### config.mk
export PLATFORM = sky130hd
export DESIGN_NAME = cpu_flat
export DESIGN_NICKNAME = d
export VERILOG_FILES = /design/src/hw/rv_pipe_pkg.sv /design/src/hw/mem_bus.sv /design/src/hw/regfile.sv /design/src/hw/decoder.sv /design/src/hw/alu.sv /design/src/hw/hazard_unit.sv /design/src/hw/cpu.sv /design/src/flat_wrapper.sv
export SDC_FILE = /design/constraint.sdc
export NUM_CORES = 2
export LEC_CHECK = 0
export ABC_AREA = 1
export BUFFER_PORTS_ARGS = -buffer_cell sky130_fd_sc_hd__buf_2
export CORE_UTILIZATION = 30
export CTS_CLUSTER_SIZE = 16
export DETAILED_ROUTE_END_ITERATION = 8
export PLACE_DENSITY = 0.46
export SYNTH_ARGS = -nofsm -noshare
export SYNTH_HDL_FRONTEND = slang
export SYNTH_HIERARCHICAL = 1
export SYNTH_SLANG_ARGS = --single-unit
### constraint.sdc
create_clock -name clk -period 7.3 [get_ports clk]
set_clock_uncertainty 0.1 [all_clocks]
set_input_delay 0.365 -clock clk [delete_from_list [all_inputs] [get_ports clk]]
set_output_delay 0.365 -clock clk [all_outputs]
set_load 0.03 [all_outputs]
### src/hw/rv_pipe_pkg.sv
// Shared widths, encodings and control types of the rv_pipe core
package rv_pipe_pkg;

    // Datapath and register index widths
    localparam int xlen       = 32;
    localparam int reg_addr_w = 5;

    // RV32I major opcodes in use
    typedef enum logic [6:0] {
        opc_op     = 7'b0110011,
        opc_imm    = 7'b0010011,
        opc_load   = 7'b0000011,
        opc_store  = 7'b0100011,
        opc_branch = 7'b1100011,
        opc_system = 7'b1110011
    } opcode_e;

    // ALU operation field
    typedef enum logic [3:0] {
        alu_add = 4'd0,
        alu_sub = 4'd1,
        alu_and = 4'd2,
        alu_or  = 4'd3,
        alu_xor = 4'd4,
        alu_slt = 4'd5
    } alu_op_e;

    // Decoded control, carried down the pipeline
    typedef struct packed {
        logic    reg_write;
        logic    mem_to_reg;
        logic    mem_read;
        logic    mem_write;
        logic    branch;
        logic    alu_src;
        logic    halt;
        alu_op_e alu_op;
    } ctrl_t;

    // EX operand source
    typedef enum logic [1:0] {
        fwd_rf  = 2'd0,
        fwd_mem = 2'd1,
        fwd_wb  = 2'd2
    } fwd_e;

endpackage

### src/hw/mem_bus.sv
// Word-wide memory access port between the core and a RAM
`timescale 1ns/10ps
interface mem_bus;
    import rv_pipe_pkg::*;

    // Byte address, low two bits ignored by the RAM
    logic [xlen-1:0] addr;
    logic [xlen-1:0] wdata;
    logic            we;
    logic            re;
    // Valid one cycle after addr with re
    logic [xlen-1:0] rdata;

    modport core (output addr, output wdata, output we, output re, input rdata);
    modport mem (input addr, input wdata, input we, input re, output rdata);

endinterface

### src/hw/regfile.sv
// Register file, 32 x 32 bits, two read ports with write-through
`timescale 1ns/10ps
module regfile (
    input  logic                               clk,
    input  logic                               rst_n,
    input  logic [rv_pipe_pkg::reg_addr_w-1:0] ra1,
    input  logic [rv_pipe_pkg::reg_addr_w-1:0] ra2,
    output logic [rv_pipe_pkg::xlen-1:0]       rd1,
    output logic [rv_pipe_pkg::xlen-1:0]       rd2,
    input  logic                               we,
    input  logic [rv_pipe_pkg::reg_addr_w-1:0] wa,
    input  logic [rv_pipe_pkg::xlen-1:0]       wd
);
    import rv_pipe_pkg::*;

    logic [xlen-1:0] regs [2**reg_addr_w];
    logic            wr_en;

    // x0 is never written
    assign wr_en = we && (wa != '0);

    always_ff @(posedge clk or negedge rst_n) begin
        if (!rst_n) begin
            for (int i = 0; i < 2**reg_addr_w; i++) begin
                regs[i] <= '0;
            end
        end else if (wr_en) begin
            regs[wa] <= wd;
        end
    end

    // Bypass the value being written back this cycle
    assign rd1 = (wr_en && wa == ra1) ? wd : regs[ra1];
    assign rd2 = (wr_en && wa == ra2) ? wd : regs[ra2];

endmodule

### src/hw/decoder.sv
// ID stage control unit and immediate generator
`timescale 1ns/10ps
module decoder (
    input  logic [rv_pipe_pkg::xlen-1:0]       instr,
    output rv_pipe_pkg::ctrl_t                 ctrl,
    output logic [rv_pipe_pkg::xlen-1:0]       imm,
    output logic [rv_pipe_pkg::reg_addr_w-1:0] rs1,
    output logic [rv_pipe_pkg::reg_addr_w-1:0] rs2,
    output logic [rv_pipe_pkg::reg_addr_w-1:0] rd
);
    import rv_pipe_pkg::*;

    logic [2:0] funct3;
    logic [6:0] funct7;
    logic       legal;
    logic       use_rs1;
    logic       use_rs2;

    assign funct3 = instr[14:12];
    assign funct7 = instr[31:25];
    assign rd     = instr[11:7];
    // Unused sources read as x0 so they never forward or stall
    assign rs1    = use_rs1 ? instr[19:15] : '0;
    assign rs2    = use_rs2 ? instr[24:20] : '0;

    always_comb begin
        ctrl    = '0;
        imm     = '0;
        legal   = 1'b1;
        use_rs1 = 1'b1;
        use_rs2 = 1'b0;
        case (instr[6:0])
            opc_op: begin
                use_rs2        = 1'b1;
                ctrl.reg_write = 1'b1;
                case ({funct7, funct3})
                    {7'h00, 3'b000}: ctrl.alu_op = alu_add;
                    {7'h20, 3'b000}: ctrl.alu_op = alu_sub;
                    {7'h00, 3'b111}: ctrl.alu_op = alu_and;
                    {7'h00, 3'b110}: ctrl.alu_op = alu_or;
                    {7'h00, 3'b100}: ctrl.alu_op = alu_xor;
                    {7'h00, 3'b010}: ctrl.alu_op = alu_slt;
                    default:         legal = 1'b0;
                endcase
            end
            // ADDI only
            opc_imm: begin
                legal          = (funct3 == 3'b000);
                ctrl.reg_write = 1'b1;
                ctrl.alu_src   = 1'b1;
                imm            = {{20{instr[31]}}, instr[31:20]};
            end
            // LW only
            opc_load: begin
                legal           = (funct3 == 3'b010);
                ctrl.reg_write  = 1'b1;
                ctrl.mem_to_reg = 1'b1;
                ctrl.mem_read   = 1'b1;
                ctrl.alu_src    = 1'b1;
                imm             = {{20{instr[31]}}, instr[31:20]};
            end
            // SW only
            opc_store: begin
                legal          = (funct3 == 3'b010);
                use_rs2        = 1'b1;
                ctrl.mem_write = 1'b1;
                ctrl.alu_src   = 1'b1;
                imm            = {{20{instr[31]}}, instr[31:25], instr[11:7]};
            end
            // BEQ only, compared by subtraction
            opc_branch: begin
                legal       = (funct3 == 3'b000);
                use_rs2     = 1'b1;
                ctrl.branch = 1'b1;
                ctrl.alu_op = alu_sub;
                imm         = {{19{instr[31]}}, instr[31], instr[7], instr[30:25],
                               instr[11:8], 1'b0};
            end
            // ECALL as halt
            opc_system: begin
                legal     = (instr[31:7] == '0);
                use_rs1   = 1'b0;
                ctrl.halt = 1'b1;
            end
            default: legal = 1'b0;
        endcase
        // Anything else becomes a bubble
        if (!legal) begin
            ctrl    = '0;
            use_rs1 = 1'b0;
            use_rs2 = 1'b0;
        end
    end

endmodule

### src/hw/alu.sv
// 32-bit ALU with zero, negative, overflow and carry flags
`timescale 1ns/10ps
module alu (
    input  logic [rv_pipe_pkg::xlen-1:0] a,
    input  logic [rv_pipe_pkg::xlen-1:0] b,
    input  rv_pipe_pkg::alu_op_e          op,
    output logic [rv_pipe_pkg::xlen-1:0] y,
    output logic [3:0]                    flags
);
    import rv_pipe_pkg::*;

    logic            do_sub;
    logic [xlen-1:0] b_in;
    logic [xlen:0]   sum;
    logic            ovf;

    // Shared adder, SLT compares through a - b
    assign do_sub = (op == alu_sub) || (op == alu_slt);
    assign b_in   = do_sub ? ~b : b;
    assign sum    = {1'b0, a} + {1'b0, b_in} + {{xlen{1'b0}}, do_sub};
    assign ovf    = (a[xlen-1] == b_in[xlen-1]) && (sum[xlen-1] != a[xlen-1]);

    always_comb begin
        case (op)
            alu_add, alu_sub: y = sum[xlen-1:0];
            alu_and:          y = a & b;
            alu_or:           y = a | b;
            alu_xor:          y = a ^ b;
            alu_slt:          y = {{(xlen-1){1'b0}}, sum[xlen-1] ^ ovf};
            default:          y = '0;
        endcase
    end

    // Order {zero, negative, overflow, carry}
    assign flags = {(y == '0), y[xlen-1], ovf, sum[xlen]};

endmodule

### src/hw/hazard_unit.sv
// Forwarding selects, load-use stall and branch flush
`timescale 1ns/10ps
module hazard_unit (
    input  logic [rv_pipe_pkg::reg_addr_w-1:0] id_rs1,
    input  logic [rv_pipe_pkg::reg_addr_w-1:0] id_rs2,
    input  logic [rv_pipe_pkg::reg_addr_w-1:0] ex_rs1,
    input  logic [rv_pipe_pkg::reg_addr_w-1:0] ex_rs2,
    input  logic [rv_pipe_pkg::reg_addr_w-1:0] ex_rd,
    input  logic                               ex_mem_read,
    input  logic [rv_pipe_pkg::reg_addr_w-1:0] mem_rd,
    input  logic                               mem_reg_write,
    input  logic [rv_pipe_pkg::reg_addr_w-1:0] wb_rd,
    input  logic                               wb_reg_write,
    input  logic                               branch_taken,
    output rv_pipe_pkg::fwd_e                  fwd_a,
    output rv_pipe_pkg::fwd_e                  fwd_b,
    output logic                               stall,
    output logic                               flush
);
    import rv_pipe_pkg::*;

    logic load_use;

    // Youngest nonzero producer wins
    function automatic fwd_e pick(input logic [reg_addr_w-1:0] src);
        if (src != '0 && mem_reg_write && mem_rd == src) return fwd_mem;
        if (src != '0 && wb_reg_write && wb_rd == src) return fwd_wb;
        return fwd_rf;
    endfunction

    always_comb begin
        fwd_a = pick(ex_rs1);
        fwd_b = pick(ex_rs2);
    end

    // Load in EX feeding the instruction in ID
    assign load_use = ex_mem_read && (ex_rd != '0) &&
                      (ex_rd == id_rs1 || ex_rd == id_rs2);

    // Flush overrides the stall
    assign flush = branch_taken;
    assign stall = load_use && !branch_taken;

endmodule

### src/hw/cpu.sv
// Five-stage RV32I subset pipeline with forwarding, stall and flush
`timescale 1ns/10ps
module cpu (
    input  logic                         clk,
    input  logic                         rst_n,
    mem_bus.core                         imem,
    mem_bus.core                         dmem,
    output logic                         st_valid,
    output logic [rv_pipe_pkg::xlen-1:0] st_addr,
    output logic [rv_pipe_pkg::xlen-1:0] st_data,
    output logic                         halted
);
    import rv_pipe_pkg::*;

    // ------------------------------
    // Pipeline registers
    // ------------------------------
    logic [xlen-1:0]       pc;

    // IF/ID, word arrives from the synchronous fetch
    logic                  ifid_valid;
    logic [xlen-1:0]       ifid_pc;
    logic [xlen-1:0]       ifid_ir;

    // ID/EX
    logic                  idex_valid;
    logic [xlen-1:0]       idex_pc;
    ctrl_t                 idex_ctrl;
    logic [xlen-1:0]       idex_data_read_1;
    logic [xlen-1:0]       idex_data_read_2;
    logic [reg_addr_w-1:0] idex_rs1;
    logic [reg_addr_w-1:0] idex_rs2;
    logic [reg_addr_w-1:0] idex_rd;
    logic [xlen-1:0]       idex_imm;

    // EX/MEM
    logic                  exmem_valid;
    ctrl_t                 exmem_ctrl;
    logic [xlen-1:0]       exmem_branch_target;
    logic [3:0]            exmem_flags;
    logic [xlen-1:0]       exmem_alu_out;
    logic [xlen-1:0]       exmem_data_read_2;
    logic [reg_addr_w-1:0] exmem_rd;

    // MEM/WB, load data arrives from the synchronous dmem read
    logic                  memwb_valid;
    ctrl_t                 memwb_ctrl;
    logic [xlen-1:0]       memwb_mem_data_read;
    logic [xlen-1:0]       memwb_alu_out;
    logic [reg_addr_w-1:0] memwb_rd;

    // Stage wires
    ctrl_t                 dec_ctrl;
    ctrl_t                 id_ctrl;
    ctrl_t                 ex_ctrl;
    ctrl_t                 mem_ctrl;
    ctrl_t                 wb_ctrl;
    logic [xlen-1:0]       id_imm;
    logic [reg_addr_w-1:0] id_rs1;
    logic [reg_addr_w-1:0] id_rs2;
    logic [reg_addr_w-1:0] id_rd;
    logic [xlen-1:0]       rd1;
    logic [xlen-1:0]       rd2;
    fwd_e                  fwd_a;
    fwd_e                  fwd_b;
    logic                  stall;
    logic                  flush;
    logic                  fetch_stop;
    logic                  branch_taken;
    logic [xlen-1:0]       ex_a;
    logic [xlen-1:0]       ex_b_reg;
    logic [xlen-1:0]       alu_y;
    logic [3:0]            alu_flags;
    logic [xlen-1:0]       wb_data;

    // Invalid stages carry no control
    assign id_ctrl  = ifid_valid ? dec_ctrl : '0;
    assign ex_ctrl  = idex_valid ? idex_ctrl : '0;
    assign mem_ctrl = exmem_valid ? exmem_ctrl : '0;
    assign wb_ctrl  = memwb_valid ? memwb_ctrl : '0;

    // ------------------------------
    // IF and ID
    // ------------------------------
    assign imem.addr  = pc;
    assign imem.wdata = '0;
    assign imem.we    = 1'b0;
    // Fetch paused on stall so the ID word holds
    assign imem.re    = !stall && !halted;
    assign ifid_ir    = imem.rdata;

    // No fetch becomes valid behind a halt in flight
    assign fetch_stop = id_ctrl.halt || ex_ctrl.halt || mem_ctrl.halt;

    decoder dec0 (.instr(ifid_ir), .ctrl(dec_ctrl), .imm(id_imm),
                  .rs1(id_rs1), .rs2(id_rs2), .rd(id_rd));

    regfile rf0 (.clk(clk), .rst_n(rst_n), .ra1(id_rs1), .ra2(id_rs2), .rd1(rd1),
                 .rd2(rd2), .we(wb_ctrl.reg_write), .wa(memwb_rd), .wd(wb_data));

    hazard_unit hz0 (.id_rs1(id_rs1), .id_rs2(id_rs2), .ex_rs1(idex_rs1),
                     .ex_rs2(idex_rs2), .ex_rd(idex_rd), .ex_mem_read(ex_ctrl.mem_read),
                     .mem_rd(exmem_rd), .mem_reg_write(mem_ctrl.reg_write),
                     .wb_rd(memwb_rd), .wb_reg_write(wb_ctrl.reg_write),
                     .branch_taken(branch_taken), .fwd_a(fwd_a), .fwd_b(fwd_b),
                     .stall(stall), .flush(flush));

    // ------------------------------
    // EX
    // ------------------------------
    always_comb begin
        case (fwd_a)
            fwd_mem: ex_a = exmem_alu_out;
            fwd_wb:  ex_a = wb_data;
            default: ex_a = idex_data_read_1;
        endcase
        case (fwd_b)
            fwd_mem: ex_b_reg = exmem_alu_out;
            fwd_wb:  ex_b_reg = wb_data;
            default: ex_b_reg = idex_data_read_2;
        endcase
    end

    alu alu0 (.a(ex_a), .b(idex_ctrl.alu_src ? idex_imm : ex_b_reg),
              .op(idex_ctrl.alu_op), .y(alu_y), .flags(alu_flags));

    // ------------------------------
    // MEM and WB
    // ------------------------------
    // BEQ taken on the zero flag
    assign branch_taken = mem_ctrl.branch && exmem_flags[3];

    assign dmem.addr  = exmem_alu_out;
    assign dmem.wdata = exmem_data_read_2;
    assign dmem.we    = mem_ctrl.mem_write;
    assign dmem.re    = mem_ctrl.mem_read;

    assign st_valid = mem_ctrl.mem_write;
    assign st_addr  = exmem_alu_out;
    assign st_data  = exmem_data_read_2;

    assign memwb_mem_data_read = dmem.rdata;
    assign wb_data = wb_ctrl.mem_to_reg ? memwb_mem_data_read : memwb_alu_out;

    // PC, valid bits and halt, all frozen once halted
    always_ff @(posedge clk or negedge rst_n) begin
        if (!rst_n) begin
            pc          <= '0;
            ifid_valid  <= 1'b0;
            idex_valid  <= 1'b0;
            exmem_valid <= 1'b0;
            memwb_valid <= 1'b0;
            halted      <= 1'b0;
        end else if (!halted) begin
            // Rises as the halt enters WB
            halted <= mem_ctrl.halt;
            if (flush) begin
                pc         <= exmem_branch_target;
                ifid_valid <= 1'b0;
            end else if (!stall) begin
                pc         <= pc + xlen'(4);
                ifid_valid <= !fetch_stop;
            end
            // Stall bubbles ID/EX, flush also squashes the EX result
            idex_valid  <= ifid_valid && !stall && !flush;
            exmem_valid <= idex_valid && !flush;
            memwb_valid <= exmem_valid;
        end
    end

    // Stage payload
    always_ff @(posedge clk) begin
        if (!halted) begin
            if (!stall) begin
                ifid_pc <= pc;
            end
            idex_pc             <= ifid_pc;
            idex_ctrl           <= id_ctrl;
            idex_data_read_1    <= rd1;
            idex_data_read_2    <= rd2;
            idex_rs1            <= id_rs1;
            idex_rs2            <= id_rs2;
            idex_rd             <= id_rd;
            idex_imm            <= id_imm;
            exmem_ctrl          <= idex_ctrl;
            exmem_branch_target <= idex_pc + idex_imm;
            exmem_flags         <= alu_flags;
            exmem_alu_out       <= alu_y;
            exmem_data_read_2   <= ex_b_reg;
            exmem_rd            <= idex_rd;
            memwb_ctrl          <= exmem_ctrl;
            memwb_alu_out       <= exmem_alu_out;
            memwb_rd            <= exmem_rd;
        end
    end

endmodule

### src/flat_wrapper.sv
// flat-port wrapper written by rule: the top's interface ports become plain ports
module cpu_flat import rv_pipe_pkg::*;
  (clk, rst_n, st_valid, st_addr, st_data, halted, imem_addr, imem_wdata, imem_we, imem_re, imem_rdata, dmem_addr, dmem_wdata, dmem_we, dmem_re, dmem_rdata);
  mem_bus imem_i ();
  mem_bus dmem_i ();
  input  logic clk;
  input  logic rst_n;
  output logic st_valid;
  output logic [rv_pipe_pkg::xlen-1:0] st_addr;
  output logic [rv_pipe_pkg::xlen-1:0] st_data;
  output logic halted;
  output wire logic [$bits(imem_i.addr)-1:0] imem_addr;
  output wire logic [$bits(imem_i.wdata)-1:0] imem_wdata;
  output wire logic [$bits(imem_i.we)-1:0] imem_we;
  output wire logic [$bits(imem_i.re)-1:0] imem_re;
  input wire logic [$bits(imem_i.rdata)-1:0] imem_rdata;
  output wire logic [$bits(dmem_i.addr)-1:0] dmem_addr;
  output wire logic [$bits(dmem_i.wdata)-1:0] dmem_wdata;
  output wire logic [$bits(dmem_i.we)-1:0] dmem_we;
  output wire logic [$bits(dmem_i.re)-1:0] dmem_re;
  input wire logic [$bits(dmem_i.rdata)-1:0] dmem_rdata;
  assign imem_addr = imem_i.addr;
  assign imem_wdata = imem_i.wdata;
  assign imem_we = imem_i.we;
  assign imem_re = imem_i.re;
  assign imem_i.rdata = imem_rdata;
  assign dmem_addr = dmem_i.addr;
  assign dmem_wdata = dmem_i.wdata;
  assign dmem_we = dmem_i.we;
  assign dmem_re = dmem_i.re;
  assign dmem_i.rdata = dmem_rdata;
  cpu u_core (.clk(clk), .rst_n(rst_n), .imem(imem_i), .dmem(dmem_i), .st_valid(st_valid), .st_addr(st_addr), .st_data(st_data), .halted(halted));
endmodule
Word-level counts from Yosys, hierarchy flattened:

Index checks and enable logic that the tools add are counted.
Widths: inputs -> output; s select.

* register bits: 1411
* input port bits: 66
* logic and storage cells: 234

* add/subtract/negate cells: 4
* order comparisons: 4
* equality and inequality tests: 32
* multiplexer cells: 58
* bitwise gates (word level): 10
* reductions and logical operators: 49

Operators with widths (number)
* $bwmux 1024: 1
* $mux 32: 12
* $bmux 32 s5: 2
* $demux 32 s5: 1
* $pmux 32 s5: 1
* $pmux 32 s2: 2
* $pmux 32 s3: 1
* $eq 5x5->1: 8
* $add 32x32->33: 1
* $add 33x1->33: 1
* $add 32x3->32 const B: 1
* $add 32x32->32: 1
* $and 32x32->32: 1
* $logic_not 32->1: 1
* $not 32->32: 1
* $or 32x32->32: 1
* $xor 32x32->32: 1
* $eq 10x3->1 const B: 3
* $logic_not 25->1: 1
* $mux 11: 2
* $logic_and 1x1->1: 21
* $mux 5: 4
* $reduce_bool 5->1: 4
* $mux 1: 19
* other kinds (34): 66

Logic depth before layout (Yosys ltp):

* depth after elaboration: 19
* mapped depth: 36
* depth with buffers taken out: 34

By module:

Netlist, hierarchy kept.

By module, submodules not included
* regfile: times used 1, cells each 8336, area an instance 56669.4 um^2
* cpu: times used 1, cells each 1782, area an instance 17840.9 um^2
* alu: times used 1, cells each 814, area an instance 4593.2 um^2
* decoder: times used 1, cells each 172, area an instance 889.6 um^2
* hazard_unit: times used 1, cells each 124, area an instance 570.5 um^2

Worst setup path before layout:

Ideal clock, no wire load.

* path kind: register to register
* start: register u_core.halted
* end: register u_core.pc[0] (netlist: u_core/imem.addr[0])
* library setup time: 0.131 ns
* arrival time: 7.996 ns
* data required time: 7.069 ns
* setup slack: -0.927 ns
* stages on the path, launching flop included: 4
* path through: dfrtp_1 > inv_1 > nand2_1 > mux2_2

* word-level cells in the longest chain between the ends: 2

RTL lines
* from (decl): RTL line cpu.sv:11 `output logic halted`
* from (signal assigned): RTL line cpu.sv:156 `halted <= mem_ctrl.halt;`
* $not 1->1 (no line)
* $reduce_and 2->1 (no line)
* to (signal assigned): RTL line cpu.sv:158 `pc <= exmem_branch_target;`
* to (signal assigned): RTL line cpu.sv:161 `pc <= pc + xlen'(4);`
* to (decl): RTL line cpu.sv:18 `logic [xlen-1:0] pc;`

Every way passes these cells.
A chain may end at the register's enable or synchronous reset.

Worst setup path in the final report:

* start: register u_core.memwb_rd[3]
* end: register u_core.exmem_flags[3], data pin

RTL lines
* from (decl): RTL line cpu.sv:50 `logic [reg_addr_w-1:0] memwb_rd;`
* from (signal assigned): RTL line cpu.sv:193 `memwb_rd <= exmem_rd;`
* $eq 5x5->1 *: RTL line hazard_unit.sv:27 `if (src != '0 && wb_reg_write && wb_rd == src) return fwd_wb;`
* $logic_and 1x1->1 *: RTL line hazard_unit.sv:27
* $mux 1 (2 in series): RTL line hazard_unit.sv:27
* $mux 2 *: RTL line hazard_unit.sv:28 `return fwd_rf;`
* $mux 2 *: RTL line hazard_unit.sv:27
* named net u_core.fwd_b[1]: RTL line cpu.sv:65 `fwd_e fwd_b;`
* $eq 2x2->1 or $eq 2x1->1 (tied branches): RTL line cpu.sv:117 `case (fwd_b)`
* $pmux 32 s2 *: RTL line cpu.sv:117
* named net u_core.ex_b_reg[5]: RTL line cpu.sv:71 `logic [xlen-1:0] ex_b_reg;`
* (+1 left out)
* $not 32->32: RTL line alu.sv:19 `assign b_in = do_sub ? ~b : b;`
* $mux 32 *: RTL line alu.sv:19
* $add 32x32->33 *: RTL line alu.sv:20 `assign sum = {1'b0, a} + {1'b0, b_in} + {{xlen{1'b0}}, do_sub};`
* $add 33x1->33 *: RTL line alu.sv:20
* $pmux 32 s5 *: RTL line alu.sv:24 `case (op)`
* named net u_core.alu_y[16]: RTL line cpu.sv:72 `logic [xlen-1:0] alu_y;`
* $logic_not 32->1 *: RTL line alu.sv:35 `assign flags = {(y == '0), y[xlen-1], ovf, sum[xlen]};`
* named net u_core.alu_flags[3]: RTL line cpu.sv:73 `logic [3:0] alu_flags;`
* to (signal assigned): RTL line cpu.sv:187 `exmem_flags <= alu_flags;`
* to (decl): RTL line cpu.sv:40 `logic [3:0] exmem_flags;`

Mark *: on every way through the listed nets, which the timed path passes. The rest lies on a longest branch. The select of a mux whose other input is x is not followed.

==> out/summary.txt <==
DRC Markers -> 0
most frequent cells in the layout -> nand2_1 (4,397), nand3_1 (1,882), dfrtp_1 (1,061)
most used cell along the critical path -> nand2_1
Post-Syn Area per Cell -> 7.18 um2
TritonCTS Buffers -> 168
internal power -> 12,900 uW
setup TNS -> 0 ns
initial antenna violation count -> 11
Initial DRC Count -> 9,160
total die area -> 270,000 um2
Post-CTS Setup Repair Bufs -> 0
endpoints failing setup -> 0
I/O pin cnt -> 264
delay-heaviest family, CP -> simple AND/OR/NAND/NOR gates
sw frac -> 23.1%
headroom to the max-slew limit -> 12.3%
Die H -> 520 um
combinational power share -> 1.5%
# Max-Cap Violations -> 0
Routed WL -> 348 mm
most common cell after layout, fill and taps aside -> nand2_1
worst-path fanout max -> 18
Total Routing Usage GR -> 25.2%
Clock Path Buffers -> 3
vias in the first global route -> 73,200
row count -> 189
first-pass GRT wire length -> 511 mm
share of layout cells above drive strength 1 -> 7.16%
final period utilization -> 79.5%
crit path capture type -> flip-flop
Synth Instances -> 11,200
CP startpoint kind -> flip-flop
Die Span X -> 520 um
CP Buf/Inv Count -> 3
crit path max-delay cell type -> ha_1
unrepaired setup endpoints after global routing -> no
fmax -> 0.172 GHz
final instance area -> 89,400 um2
Avg Vias per Cell -> 5.30
Final Wtd Congestion -> 0.893
filler cell count -> 28,300
CTS tree -> built
mapped cell area -> 80,500 um2
hpwl dp -> 206 mm
post-route ant nets -> 0
status -> complete, no violations
Worst Path Arrival -> 6.38 ns
Lkg Pwr -> 0.0449 uW
H-tree Lvls -> 4
fin nets -> 11,000
# port buffers -> 230
area post-placement -> 83,700 um2
Sw Pwr -> 3880 uW
sequential power share -> 47.4%
largest stage delay on the critical path -> 0.94 ns
Initial Util -> 30.3%
final hold vios -> 0
clock sinks -> 1,394
Synth-to-Final Area Change -> 11.0%
root buf cell -> clkbuf_16
wire length per cell -> 24.0 um
later-pin clock latency in the skew report -> 0.83 ns
core footprint -> 266,000 um2
warnings from Yosys -> 6
max-slew violations -> 0
crit path kind -> reg -> reg
gr ovfl total -> 0
first-pass detailed-route iteration total -> 6
Vias -> 77,000
class of the worst hold path -> in -> reg
Clk pin slew, worst setup/hold paths -> 0.06 ns
clock power share -> 51.2%
worst-margin pin slew -> 1.31 ns
VDD IR max -> 0.197 mV
Worst EP required -> 7.88 ns
pwr/cell area -> 188 nW/um2
Most flops, register -> u_core/rf0/regs
Final Critical Period -> 5.80 ns
max reg flops -> 1,024
largest net degree at the start of global routing -> 152
[power groups by stage]
| stage | logic [uW] | clock network [uW] | registers [uW] |
|---|---|---|---|
| 2_1_floorplan | 73.5 | 0 | 8110 |
| 3_3_place_gp | 246 | 0 | 8100 |
| 3_5_place_dp | 247 | 0 | 8100 |
| 4_1_cts | 256 | 8800 | 7960 |
| 5_1_grt | 280 | 9090 | 7950 |
| 6_report | 247 | 8600 | 7960 |
[routing by layer]
metal / global-route usage [%] / wire length, um
met3: 3.75 / 25600
met1: 35.4 / 155000
met4: 8.73 / 12500
met2: 39.3 / 155000
met5: 0 / 46
[what timing repair did]
item | 4_1_cts | 5_1_grt
gates resized for setup | 0 | 0
endpoints found under the hold margin | 109 | 0
hold buffers | 21 | 0
[path summary, 6_finish.rpt]
check | startpoint | cells past startpoint | endpoint | slack [ns]
min | imem_rdata[5] | 6 | u_core/idex_ctrl[9] | 0.07
max in group asynchronous | rst_n | 4 | u_core/imem.addr[17] | 5.15
max | u_core/memwb_rd[3] | 28 | u_core/exmem_flags[3] | 1.50
max reg2reg | u_core/memwb_rd[3] | 28 | u_core/exmem_flags[3] | 1.50
min in group asynchronous | rst_n | 2 | u_core/rf0/regs[290] | 0.09
min reg2reg | u_core/rf0/regs[1022] | 0 | u_core/rf0/regs[1022] | 0.28
[final cells by class]
type / count / area, um2 / area share [%]
Clock buffer: 242 / 4820 / 5.40
Clock inverter: 65 / 701 / 0.784
Timing Repair Buffer: 387 / 2780 / 3.11
Tap cell: 3533 / 4420 / 4.94
Sequential cell: 1394 / 36600 / 40.9
Antenna cell: 5 / 12.5 / 0.0140
Inverter: 492 / 1900 / 2.12
Multi-Input combinational cell: 8405 / 38200 / 42.8
[stage by stage]
step / power, uW / instances / setup WS, ns / hold WS [ns] / utilization (%)
floorplan: 8180 / 11300 / 1.29 / -0.0306 / -
global placement: 8350 / 14200 / 1.58 / 0.268 / 31.4
detailed placement: 8350 / 14200 / 1.63 / 0.266 / 31.4
CTS: 17000 / 14500 / 1.60 / 0.00732 / 33.6
global route: 17300 / 14500 / 1.08 / 0.0634 / 33.6
finish: 16800 / 14500 / 1.50 / 0.0745 / 33.6
[worst min-delay path: cells and delay by family]
family / cells / cell delay, ns
AND/OR/NAND/NOR: 3 / 0.23
buffers and inverters: 3 / 0.24
(Power assumes the default switching activity.)
